===== src/verilog/baser_tx_cfg.svh =====
// build-time settings; only 64-bit lanes and a 2-bit sync header are supported, gap fixed here
`ifndef BASER_TX_CFG_SVH
`define BASER_TX_CFG_SVH

// lane geometry
`define BASER_DATA_W 64
`define BASER_KEEP_W 8
`define BASER_HDR_W 2

// frame length including FCS, short frames are zero padded up to this
`define BASER_MIN_FRAME_LEN 64

// idle characters between terminate and next start
`define BASER_IFG_BYTES 12

// ethernet CRC-32, normal form, applied reflected
`define BASER_CRC_POLY 32'h04c11db7

// preamble and start frame delimiter
`define BASER_PRE 8'h55
`define BASER_SFD 8'hd5

`endif


===== src/verilog/baser_tx_pkg.sv =====
// shared types; block kind encodings keep the terminate byte count in the low three bits
`include "baser_tx_cfg.svh"

package baser_tx_pkg;

    // one frame word or block payload
    typedef logic [`BASER_DATA_W-1:0] word_t;

    // unused top bytes of a last word
    typedef logic [$clog2(`BASER_KEEP_W)-1:0] empty_t;

    // framer to encoder, term_n carries n data bytes
    typedef enum logic [3:0] {
        kind_idle   = 4'd0,
        kind_error  = 4'd1,
        kind_start  = 4'd2,
        kind_data   = 4'd4,
        kind_term_0 = 4'd8,
        kind_term_1 = 4'd9,
        kind_term_2 = 4'd10,
        kind_term_3 = 4'd11,
        kind_term_4 = 4'd12,
        kind_term_5 = 4'd13,
        kind_term_6 = 4'd14,
        kind_term_7 = 4'd15
    } block_kind_t;

    typedef enum logic [2:0] {
        state_idle,
        state_payload,
        state_pad,     // zero fill up to minimum length
        state_fcs_1,
        state_fcs_2,   // second block when the FCS spills over
        state_err,
        state_gap
    } framer_state_t;

endpackage


===== src/verilog/baser_tx_input.sv =====
// one-word holding stage; s_keep must be contiguous from bit 0 and all ones except on the last beat
`include "baser_tx_cfg.svh"

module baser_tx_input (
    input  logic                      clk,
    input  logic                      reset_crc,
    input  baser_tx_pkg::word_t       s_data,
    input  logic [`BASER_KEEP_W-1:0]  s_keep,
    input  logic                      s_last,
    input  logic                      s_user,
    input  logic                      s_valid,
    output logic                      s_ready,
    input  logic                      word_take,
    output logic                      word_valid,
    output baser_tx_pkg::word_t       word_data,
    output baser_tx_pkg::empty_t      word_empty,
    output logic                      word_last,
    output logic                      word_err
);

    logic                  ready_en;   // low until the first cycle out of reset
    baser_tx_pkg::word_t   masked_data;
    baser_tx_pkg::empty_t  keep_empty;
    logic                  accept;

    // a new beat may enter while the held one leaves
    assign s_ready = ready_en && (!word_valid || word_take);
    assign accept = s_valid && s_ready;

    assign keep_empty = baser_tx_pkg::empty_t'(`BASER_KEEP_W - $countones(s_keep));

    always_comb begin
        for (int i = 0; i < `BASER_KEEP_W; i++) begin
            masked_data[8*i +: 8] = s_keep[i] ? s_data[8*i +: 8] : 8'h00;
        end
    end

    always_ff @(posedge clk) begin
        if (reset_crc) begin
            ready_en <= 1'b0;
            word_valid <= 1'b0;
        end else begin
            ready_en <= 1'b1;
            if (accept) begin
                word_valid <= 1'b1;
            end else if (word_take) begin
                word_valid <= 1'b0;
            end
        end
    end

    // payload side of the holding register
    always_ff @(posedge clk) begin
        if (accept) begin
            word_data <= masked_data;
            word_empty <= keep_empty;
            word_last <= s_last;
            word_err <= s_user;
        end
    end

endmodule


===== src/verilog/baser_tx_crc.sv =====
// byte-serial CRC-32 unrolled over one word; crc_part[n] covers bytes 0..n of crc_data
`include "baser_tx_cfg.svh"

module baser_tx_crc (
    input  logic                 clk,
    input  logic                 reset_crc,
    input  baser_tx_pkg::word_t  crc_data,
    input  logic                 crc_init,
    input  logic                 crc_advance,
    output logic [7:0][31:0]     crc_part
);

    function automatic logic [31:0] reverse32(input logic [31:0] v);
        logic [31:0] r;
        for (int i = 0; i < 32; i++) begin
            r[i] = v[31-i];
        end
        return r;
    endfunction

    localparam logic [31:0] poly_rev = reverse32(`BASER_CRC_POLY);

    // one byte into the reflected register, lsb first
    function automatic logic [31:0] crc_byte(input logic [31:0] c, input logic [7:0] b);
        logic [31:0] r;
        r = c ^ {24'd0, b};
        for (int k = 0; k < 8; k++) begin
            if (r[0]) begin
                r = (r >> 1) ^ poly_rev;
            end else begin
                r = r >> 1;
            end
        end
        return r;
    endfunction

    logic [31:0] crc_state;   // running value over full words

    always_comb begin
        crc_part[0] = crc_byte(crc_state, crc_data[7:0]);
        for (int n = 1; n < 8; n++) begin
            crc_part[n] = crc_byte(crc_part[n-1], crc_data[8*n +: 8]);
        end
    end

    always_ff @(posedge clk) begin
        if (reset_crc || crc_init) begin
            crc_state <= '1;
        end else if (crc_advance) begin
            crc_state <= crc_part[7];   // whole word consumed
        end
    end

endmodule


===== src/verilog/baser_tx_framer.sv =====
// frame sequencer; start always in lane 0, gap fixed by the build-time IFG, no length limit check
`include "baser_tx_cfg.svh"

module baser_tx_framer (
    input  logic                              clk,
    input  logic                              reset_crc,
    input  logic                              word_valid,
    input  baser_tx_pkg::word_t               word_data,
    input  baser_tx_pkg::empty_t              word_empty,
    input  logic                              word_last,
    input  logic                              word_err,
    output logic                              word_take,
    output baser_tx_pkg::block_kind_t         block_kind,
    output baser_tx_pkg::word_t               block_data
);

    // payload bytes before the FCS
    localparam int min_data_len = `BASER_MIN_FRAME_LEN - 4;

    function automatic baser_tx_pkg::block_kind_t term_kind(input logic [2:0] n);
        return baser_tx_pkg::block_kind_t'({1'b1, n});
    endfunction

    baser_tx_pkg::framer_state_t  state, state_next;
    baser_tx_pkg::word_t          data_reg, data_next;     // word being emitted
    baser_tx_pkg::empty_t         empty_reg, empty_next;
    logic                         err_reg, err_next;       // user error seen in this frame
    logic                         frame_reg, frame_next;   // beats of the frame still due
    logic [6:0]                   rem_reg, rem_next, rem_after;
    logic [7:0]                   ifg_reg, ifg_next;
    baser_tx_pkg::block_kind_t    kind_next;
    baser_tx_pkg::word_t          bdata_next;
    logic                         load;
    logic                         drain_done;
    logic                         crc_init;
    logic                         crc_advance;
    logic [7:0][31:0]             crc_part;
    logic [31:0]                  fcs;
    logic [127:0]                 fcs_ext;

    baser_tx_crc crc0 (
        .clk         (clk),
        .reset_crc   (reset_crc),
        .crc_data    (data_reg),
        .crc_init    (crc_init),
        .crc_advance (crc_advance),
        .crc_part    (crc_part)
    );

    // FCS packed right after the last valid byte, may spill into a second block
    assign fcs = ~crc_part[3'd7 - empty_reg];
    assign fcs_ext = {64'd0, data_reg} | ({96'd0, fcs} << (8 * (8 - empty_reg)));

    assign drain_done = !frame_reg || (word_valid && word_last);

    always_comb begin
        state_next = state;
        data_next = data_reg;
        empty_next = empty_reg;
        err_next = err_reg;
        frame_next = frame_reg;
        rem_next = rem_reg;
        ifg_next = ifg_reg;
        kind_next = baser_tx_pkg::kind_idle;
        bdata_next = data_reg;
        word_take = word_valid && frame_reg;   // drop leftover beats
        load = 1'b0;
        crc_init = 1'b0;
        crc_advance = 1'b0;
        rem_after = (rem_reg > 7'd8) ? rem_reg - 7'd8 : 7'd0;

        case (state)
            baser_tx_pkg::state_idle: begin
                crc_init = 1'b1;
                err_next = 1'b0;
                rem_after = 7'(min_data_len);   // start block holds no frame bytes
                word_take = word_valid;
                if (word_valid) begin
                    kind_next = baser_tx_pkg::kind_start;
                    bdata_next = {`BASER_SFD, {7{`BASER_PRE}}};
                    load = 1'b1;
                end
            end
            baser_tx_pkg::state_payload: begin
                kind_next = baser_tx_pkg::kind_data;
                crc_advance = 1'b1;
                word_take = word_valid;
                if (word_valid) begin
                    load = 1'b1;
                end else begin
                    state_next = baser_tx_pkg::state_err;   // underflow
                end
            end
            baser_tx_pkg::state_pad: begin
                kind_next = baser_tx_pkg::kind_data;
                crc_advance = 1'b1;
                data_next = '0;
                rem_next = rem_after;
                if (rem_after > 7'd8) begin
                    empty_next = '0;
                end else begin
                    empty_next = 3'(8 - rem_after);
                    state_next = baser_tx_pkg::state_fcs_1;
                end
            end
            baser_tx_pkg::state_fcs_1: begin
                bdata_next = fcs_ext[63:0];
                if (empty_reg >= 3'd5) begin
                    kind_next = term_kind(3'(12 - empty_reg));
                    ifg_next = 8'(`BASER_IFG_BYTES + 5) - 8'(empty_reg);
                    state_next = baser_tx_pkg::state_gap;
                end else begin
                    kind_next = baser_tx_pkg::kind_data;
                    state_next = baser_tx_pkg::state_fcs_2;
                end
            end
            baser_tx_pkg::state_fcs_2: begin
                bdata_next = fcs_ext[127:64];
                kind_next = term_kind(3'(4 - empty_reg));
                ifg_next = 8'(`BASER_IFG_BYTES - 3) - 8'(empty_reg);
                state_next = baser_tx_pkg::state_gap;
            end
            baser_tx_pkg::state_err: begin
                kind_next = baser_tx_pkg::kind_error;
                ifg_next = 8'(`BASER_IFG_BYTES);
                state_next = baser_tx_pkg::state_gap;
            end
            baser_tx_pkg::state_gap: begin
                ifg_next = (ifg_reg > 8'd8) ? ifg_reg - 8'd8 : 8'd0;
                if (ifg_next == 8'd0 && drain_done) begin
                    state_next = baser_tx_pkg::state_idle;
                end
            end
            default: begin
                state_next = baser_tx_pkg::state_idle;
            end
        endcase

        // route a fresh word by its last flag and the bytes still short of minimum
        if (load) begin
            data_next = word_data;
            empty_next = word_empty;
            err_next = err_next | word_err;
            rem_next = rem_after;
            if (!word_last) begin
                state_next = baser_tx_pkg::state_payload;
            end else if (err_next) begin
                state_next = baser_tx_pkg::state_err;
            end else if (rem_after > 7'd8) begin
                empty_next = '0;   // zero bytes already in place
                state_next = baser_tx_pkg::state_pad;
            end else begin
                if (rem_after != 7'd0 && word_empty > 3'(8 - rem_after)) begin
                    empty_next = 3'(8 - rem_after);
                end
                state_next = baser_tx_pkg::state_fcs_1;
            end
        end

        if (word_take) begin
            frame_next = !word_last;
        end
    end

    always_ff @(posedge clk) begin
        if (reset_crc) begin
            state <= baser_tx_pkg::state_idle;
            err_reg <= 1'b0;
            frame_reg <= 1'b0;
            rem_reg <= '0;
            ifg_reg <= '0;
            block_kind <= baser_tx_pkg::kind_idle;
        end else begin
            state <= state_next;
            err_reg <= err_next;
            frame_reg <= frame_next;
            rem_reg <= rem_next;
            ifg_reg <= ifg_next;
            block_kind <= kind_next;
        end
        data_reg <= data_next;
        empty_reg <= empty_next;
        block_data <= bdata_next;
    end

endmodule


===== src/verilog/baser_tx_encoder.sv =====
// 64b/66b block builder for lane-0 starts only; unknown kinds are sent as error blocks
`include "baser_tx_cfg.svh"

module baser_tx_encoder (
    input  logic                       clk,
    input  logic                       reset_crc,
    input  baser_tx_pkg::block_kind_t  block_kind,
    input  baser_tx_pkg::word_t        block_data,
    output baser_tx_pkg::word_t        encoded_data,
    output logic [`BASER_HDR_W-1:0]    encoded_hdr,
    output logic                       encoded_valid
);

    localparam logic [1:0] sync_data = 2'b10;
    localparam logic [1:0] sync_ctrl = 2'b01;

    localparam logic [6:0] ctrl_idle  = 7'h00;
    localparam logic [6:0] ctrl_error = 7'h1e;

    localparam logic [7:0] type_ctrl    = 8'h1e;
    localparam logic [7:0] type_start_0 = 8'h78;
    localparam logic [7:0] type_term_0  = 8'h87;
    localparam logic [7:0] type_term_1  = 8'h99;
    localparam logic [7:0] type_term_2  = 8'haa;
    localparam logic [7:0] type_term_3  = 8'hb4;
    localparam logic [7:0] type_term_4  = 8'hcc;
    localparam logic [7:0] type_term_5  = 8'hd2;
    localparam logic [7:0] type_term_6  = 8'he1;
    localparam logic [7:0] type_term_7  = 8'hff;

    localparam logic [63:0] idle_block  = {{8{ctrl_idle}}, type_ctrl};
    localparam logic [63:0] error_block = {{8{ctrl_error}}, type_ctrl};

    baser_tx_pkg::word_t d;

    assign d = block_data;

    always_ff @(posedge clk) begin
        if (reset_crc) begin
            encoded_data <= idle_block;
            encoded_hdr <= sync_ctrl;
            encoded_valid <= 1'b0;
        end else begin
            encoded_valid <= 1'b1;
            encoded_hdr <= (block_kind == baser_tx_pkg::kind_data) ? sync_data : sync_ctrl;
            case (block_kind)
                baser_tx_pkg::kind_idle:   encoded_data <= idle_block;
                baser_tx_pkg::kind_error:  encoded_data <= error_block;
                baser_tx_pkg::kind_start:  encoded_data <= {d[63:8], type_start_0};
                baser_tx_pkg::kind_data:   encoded_data <= d;
                // data bytes low, then pad bits, then idle codes up to lane 7
                baser_tx_pkg::kind_term_0: encoded_data <= {{7{ctrl_idle}}, 7'd0, type_term_0};
                baser_tx_pkg::kind_term_1: begin
                    encoded_data <= {{6{ctrl_idle}}, 6'd0, d[7:0], type_term_1};
                end
                baser_tx_pkg::kind_term_2: begin
                    encoded_data <= {{5{ctrl_idle}}, 5'd0, d[15:0], type_term_2};
                end
                baser_tx_pkg::kind_term_3: begin
                    encoded_data <= {{4{ctrl_idle}}, 4'd0, d[23:0], type_term_3};
                end
                baser_tx_pkg::kind_term_4: begin
                    encoded_data <= {{3{ctrl_idle}}, 3'd0, d[31:0], type_term_4};
                end
                baser_tx_pkg::kind_term_5: begin
                    encoded_data <= {{2{ctrl_idle}}, 2'd0, d[39:0], type_term_5};
                end
                baser_tx_pkg::kind_term_6: begin
                    encoded_data <= {ctrl_idle, 1'b0, d[47:0], type_term_6};
                end
                baser_tx_pkg::kind_term_7: encoded_data <= {d[55:0], type_term_7};
                default:                   encoded_data <= error_block;
            endcase
        end
    end

endmodule


===== src/verilog/baser_tx_top.sv =====
// 10GBASE-R transmit path; output never stalls, so the source must keep up once a frame starts
`include "baser_tx_cfg.svh"

module baser_tx_top (
    input  logic                      clk,
    input  logic                      reset_crc,
    input  baser_tx_pkg::word_t       s_data,
    input  logic [`BASER_KEEP_W-1:0]  s_keep,
    input  logic                      s_last,
    input  logic                      s_user,
    input  logic                      s_valid,
    output logic                      s_ready,
    output baser_tx_pkg::word_t       encoded_data,
    output logic [`BASER_HDR_W-1:0]   encoded_hdr,
    output logic                      encoded_valid
);

    logic                       word_valid;
    baser_tx_pkg::word_t        word_data;
    baser_tx_pkg::empty_t       word_empty;
    logic                       word_last;
    logic                       word_err;
    logic                       word_take;
    baser_tx_pkg::block_kind_t  block_kind;
    baser_tx_pkg::word_t        block_data;

    baser_tx_input input0 (
        .clk        (clk),
        .reset_crc  (reset_crc),
        .s_data     (s_data),
        .s_keep     (s_keep),
        .s_last     (s_last),
        .s_user     (s_user),
        .s_valid    (s_valid),
        .s_ready    (s_ready),
        .word_take  (word_take),
        .word_valid (word_valid),
        .word_data  (word_data),
        .word_empty (word_empty),
        .word_last  (word_last),
        .word_err   (word_err)
    );

    baser_tx_framer framer0 (
        .clk        (clk),
        .reset_crc  (reset_crc),
        .word_valid (word_valid),
        .word_data  (word_data),
        .word_empty (word_empty),
        .word_last  (word_last),
        .word_err   (word_err),
        .word_take  (word_take),
        .block_kind (block_kind),
        .block_data (block_data)
    );

    baser_tx_encoder encoder0 (
        .clk           (clk),
        .reset_crc     (reset_crc),
        .block_kind    (block_kind),
        .block_data    (block_data),
        .encoded_data  (encoded_data),
        .encoded_hdr   (encoded_hdr),
        .encoded_valid (encoded_valid)
    );

endmodule


===== config.mk =====
export PLATFORM = sky130hd
export DESIGN_NAME = baser_tx_top
export DESIGN_NICKNAME = d
export VERILOG_FILES = /design/src/verilog/baser_tx_pkg.sv /design/src/verilog/baser_tx_input.sv /design/src/verilog/baser_tx_crc.sv /design/src/verilog/baser_tx_framer.sv /design/src/verilog/baser_tx_encoder.sv /design/src/verilog/baser_tx_top.sv
export VERILOG_INCLUDE_DIRS = /design/src /design/src/verilog
export SDC_FILE = /design/constraint.sdc
export NUM_CORES = 1
export LEC_CHECK = 0
export BUFFER_PORTS_ARGS = -buffer_cell sky130_fd_sc_hd__buf_2
export CAP_MARGIN = 25
export CELL_PAD_IN_SITES_DETAIL_PLACEMENT = 1
export CELL_PAD_IN_SITES_GLOBAL_PLACEMENT = 2
export CORE_MARGIN = 10
export CORE_UTILIZATION = 39
export CTS_BUF_LIST = sky130_fd_sc_hd__clkbuf_16
export DETAILED_ROUTE_END_ITERATION = 12
export GPL_ROUTABILITY_DRIVEN = 0
export PLACE_DENSITY_LB_ADDON = 0.1
export SKIP_CTS_REPAIR_TIMING = 1
export SYNTH_ARGS = -nofsm -noshare
export SYNTH_HDL_FRONTEND = slang
export SYNTH_HIERARCHICAL = 1
export SYNTH_SLANG_ARGS = --single-unit

===== constraint.sdc =====
create_clock -name clk -period 6.8 [get_ports clk]
set_input_delay 0.34 -clock clk [delete_from_list [all_inputs] [get_ports clk]]
set_output_delay 0.34 -clock clk [all_outputs]
set_load 0.02 [all_outputs]

======== Yosys cells after proc, flatten, opt, wreduce, memory -nomap -nowiden ========
Cells that the tools add are included.
Widths: inputs -> output; s select.
word-level totals
  register bits ........................... 324
  input bits .............................. 77
  logic and storage cells ................. 279
  output and inout port bits .............. 68
operators by class
  reduce and logical (&&, ||, !) cells .... 24
  $lt $le $gt $ge ......................... 7
  shift operators ......................... 1
  bitwise gates (word level) .............. 75
  multiplexer cells ....................... 108
  add/subtract/negate cells ............... 18
  equal/unequal tests ..................... 21
operators by type and width
  cell                 count
  $mux 32              65
  $not 13->14          64
  $pmux 64 s11         1
  $xor 32x8->32        8
  $mux 64              3
  $pmux 64 s3          1
  $or 64x128->128      1
  $shl 32x32->128      1
  $bmux 32 s3          1
  $mux 3               13
  $eq 4x4->1 const B   8
  $not 32->32          1
  $pmux 8 s4           1
  $mux 7               4
  $gt 7x4->1 const B   3
  $pmux 4 s5           1
  $pmux 3 s6           1
  $mux 8               2
  $mux 1               11
  $sub 4x3->5 const A  2
  $add 3x3->3          3
  $eq 3x3->1 const B   3
  $sub 1x3->3 const A  3
  $sub 3x3->3 const A  3
  other kinds (30)     50

======== Depth between registers and ports, before layout ========
  word-level depth ........................ 142
  depth in mapped cells ................... 25

======== Hierarchy ========
Netlist, hierarchy kept.
modules (own cells, without submodules)
  module            area an instance (um2)  cells each  instances
  baser_tx_crc      10715.3                 867         1
  baser_tx_framer   9240.1                  907         1
  baser_tx_input    2723.9                  157         1
  baser_tx_encoder  2608.8                  294         1

======== Worst setup path before layout ========
No wires, ideal clock.
  path type ............................... reg2reg
  start ................................... reg framer0.data_reg[3]
  end ..................................... reg framer0.block_data[3]
  required time ........................... 6.725 ns
  slack ................................... -0.628 ns
  arrival time ............................ 7.353 ns
  stages on the path, launching flop included .. 22
  library setup time ...................... 0.075 ns
  clock period less this slack ............ 7.428 ns
  path through ............................ edfxtp_1 > xnor2_4 > xnor3_1 > xnor3_2 > xnor3_1 > xor2_1 > xnor3_2 > xor3_1 > xnor3_1 > buf_6 > xnor3_1 > xor3_2 > xnor2_1 > xnor3_1 > xnor3_1 > xnor2_1 > mux4_2 > and2_1 > a21o_1 > mux2i_1 > a21oi_1 > o21ai_0
RTL lines
  element                 line                    text
  start, declared         baser_tx_framer.sv:25   baser_tx_pkg::word_t data_reg, data_next;
  start signal, assigned  baser_tx_framer.sv:181  data_reg <= data_next;
  end signal, assigned    baser_tx_framer.sv:183  block_data <= bdata_next;
  end, declared           baser_tx_framer.sv:14   output baser_tx_pkg::word_t block_data

==> results.sh <==
export IMPL_outcome="complete, but fails checks"
export IMPL_violations="setup timing"
export IMPL_min_path_type="input port to flop"
export IMPL_nets=3112
export IMPL_ys_seq_area_frac=0.311
export IMPL_ant_nets=0
export IMPL_layout_drive_gt1_share=0.443
export IMPL_dp_hpwl_um=95000
export IMPL_grt_util_all_layers=0.296
export IMPL_die_h_um=275
export IMPL_synthAdderAreaFrac=0.00960
export IMPL_synthCells=2225
export IMPL_grt_pass1_vias=21663
export IMPL_skew_ps=28.8
export IMPL_syn2layout_area_growth_pct=40.8
export IMPL_yosysWarnings=6
export IMPL_setup_viol=93
export IMPL_maxSlewViolCount=0
export IMPL_cp_end_kind="flop"
export IMPL_root_buffer="clkbuf_16"
export IMPL_die_w_um=275
export IMPL_worst_slack_ps=-1110
export IMPL_vias=22431
export IMPL_postSynthAreaPerCell_um2=11.4
export IMPL_yosysTopAreaCell="edfxtp_1"
export IMPL_slew_headroom=0.238
export IMPL_cp_data_arrival_time_ps=8320
export IMPL_drv_cap=0
export IMPL_syn_nets=2319
export IMPL_drt_wl_total_um=126000
export IMPL_finalCriticalPeriod_ps=7910
export IMPL_syn_area_um2=25300
export IMPL_clk_latency_ps=570
export IMPL_finalHoldViolations=0
export IMPL_yosysTopAreaCellShare=0.161
export IMPL_fin_tns_setup_ps=-60150
export IMPL_drt_iter0_drc=2568
export IMPL_drc=0
export IMPL_worstSetupPathType="flop to flop"
export IMPL_tightest_slew_ps=1140
export IMPL_clockBufferDepth=3
export IMPL_dieArea_um2=75400
export IMPL_synth_seq_cells=325
export IMPL_cts_tree="built"
export IMPL_synth_simple_gate_area_share=0.109
export IMPL_initial_core_util=0.393
export IMPL_fin_crit_sh=1.16
export IMPL_synthXorXnorAreaFrac=0.375
export IMPL_drt_pass1_iterations=8
export IMPL_core_um2=64300
export IMPL_synth_common_cells="xnor2_1 (307), dfxtp_1 (189), nor2_1 (143)"
export IMPL_h_tree_depth=2
export IMPL_synth_compound_area_share=0.0944
export IMPL_synth_cell_types=96
export IMPL_grt_antenna_before_repair=11
export IMPL_grt_overflow_total=0
export IMPL_rsz0062_at_grt="yes"
export IMPL_grt_max_degree=74
export IMPL_io_buffers=144
export IMPL_avgViaCountPerCell=5.75
export IMPL_netlist_top_cells_area="edfxtp_1 (16%), dfxtp_1 (15%), xnor3_1 (13%), xnor2_1 (11%), mux4_2 (5.9%)"
export IMPL_fp_row_count=93
export IMPL_required_ps=7200
export IMPL_grt_pass1_wl_um=160000
export IMPL_rrSetupSlack_ps=-1110
export IMPL_ioPinCount=145
export IMPL_worstPathMaxFanout=5
export IMPL_synth_flop_cell="dfxtp_1"
export IMPL_synthArstFlopShare=0
export IMPL_max_freq_mhz=126
export IMPL_post_drt_wl_per_cell_um=32.4
export IMPL_synth_edf_count=136
export IMPL_synth_top_family_by_area="XOR/XNOR gates"
export IMPL_synth_most_common_cell="xnor2_1"
export IMPL_setup_worst_path_start_class="flop"
export IMPL_cts_made_buffers=38
export IMPL_clock_sinks=325
export IMPL_synthMuxAreaShare=0.0660
export IMPL_clk_pin_slew_ps=60
cells in the final DEF (no fill, tap or decap), types with 11 or more instances in the layout:
cell,n
a21oi_1,45
a31oi_1,43
o221ai_1,12
xor3_2,20
xor2_2,29
edfxtp_1,136
xnor2_4,53
buf_12,27
xor2_4,20
a22oi_1,13
mux2i_1,13
nor2_1,134
buf_6,47
inv_1,68
dfxtp_1,187
clkbuf_16,39
xnor3_1,85
nand2_1,129
nand3_1,59
buf_4,649
nor2b_1,11
xnor2_2,62
and2_1,133
ha_1,13
o21ai_0,81
xor2_1,104
xnor3_2,75
mux4_2,66
buf_2,144
xnor2_1,240
a32oi_1,25
o21ai_1,24
nor3_1,13
path summary, 6_finish.rpt:
path | start | to | cells after the start
worst max-delay path | framer0/data_reg[3] | framer0/block_data[35] | 21
worst min-delay path | s_data[47] | input0/word_data[47] | 2
worst max register to register | framer0/data_reg[3] | framer0/block_data[35] | 21
worst min register to register | framer0/block_data[1] | encoder0/encoded_data[9] | 2
area by class of cell:
cell class                 instances  area (um2)
tap                              855        1070
sequential                       325        7870
clock inverter                    30         345
inverter                          67         259
clock buffer                      39         976
fill                            6687       28700
antenna                            2        5.00
multi-input combinational       1715       18400
timing repair buffer             871        6710
stage by stage:
| stage | std cells | setup WS, ps | util | hold slack, ps | cell area [um2] |
|---|---|---|---|---|---|
| after floorplan | 2225 | -221 | - | 397 | 25800 |
| after global placement | 3646 | -965 | 0.484 | 484 | 31200 |
| after detailed placement | 3647 | -1070 | 0.484 | 488 | 31200 |
| after CTS | 3716 | -1150 | 0.505 | -70.8 | 32500 |
| after global routing | 3902 | -1120 | 0.553 | 47.7 | 35600 |
| final | 3904 | -1110 | 0.553 | 59.3 | 35600 |
routing by layer:
metal  GRT usage  wire, um
met3      0.0615     13600
met1       0.392     48100
met2       0.451     55100
met5           0        61
met4       0.151      9700
cell families (layout without fill, tap and decap cells):
group / count (synthesis) / in the layout
adders and majority gates: 17 / 17
AOI/OAI and AO/OA: 360 / 360
and+or+nand+nor: 556 / 556
xor gates and xnor gates: 698 / 698
DFF: 325 / 325
other: 0 / 2
buffers and inverters: 185 / 1007
muxes: 84 / 84
worst max-delay path: stages (launching register included):
cell and delay, ps:
edfxtp_1 480, xnor2_4 200, buf_4 190, xnor2_2 290
xnor3_1 570, xnor2_1 330, xnor3_2 520, xnor3_2 540
xor3_1 570, xnor3_2 380, buf_6 170, xnor3_2 250
xor3_2 540, xnor2_2 210, xnor3_2 370, xnor3_2 470
buf_6 160, xor3_1 390, mux4_2 550, nor2_1 180
a22oi_1 120, o211ai_1 250
Power is not shown: default switching activity piles up to over one toggle a cycle in this logic, so the estimate is an artifact.
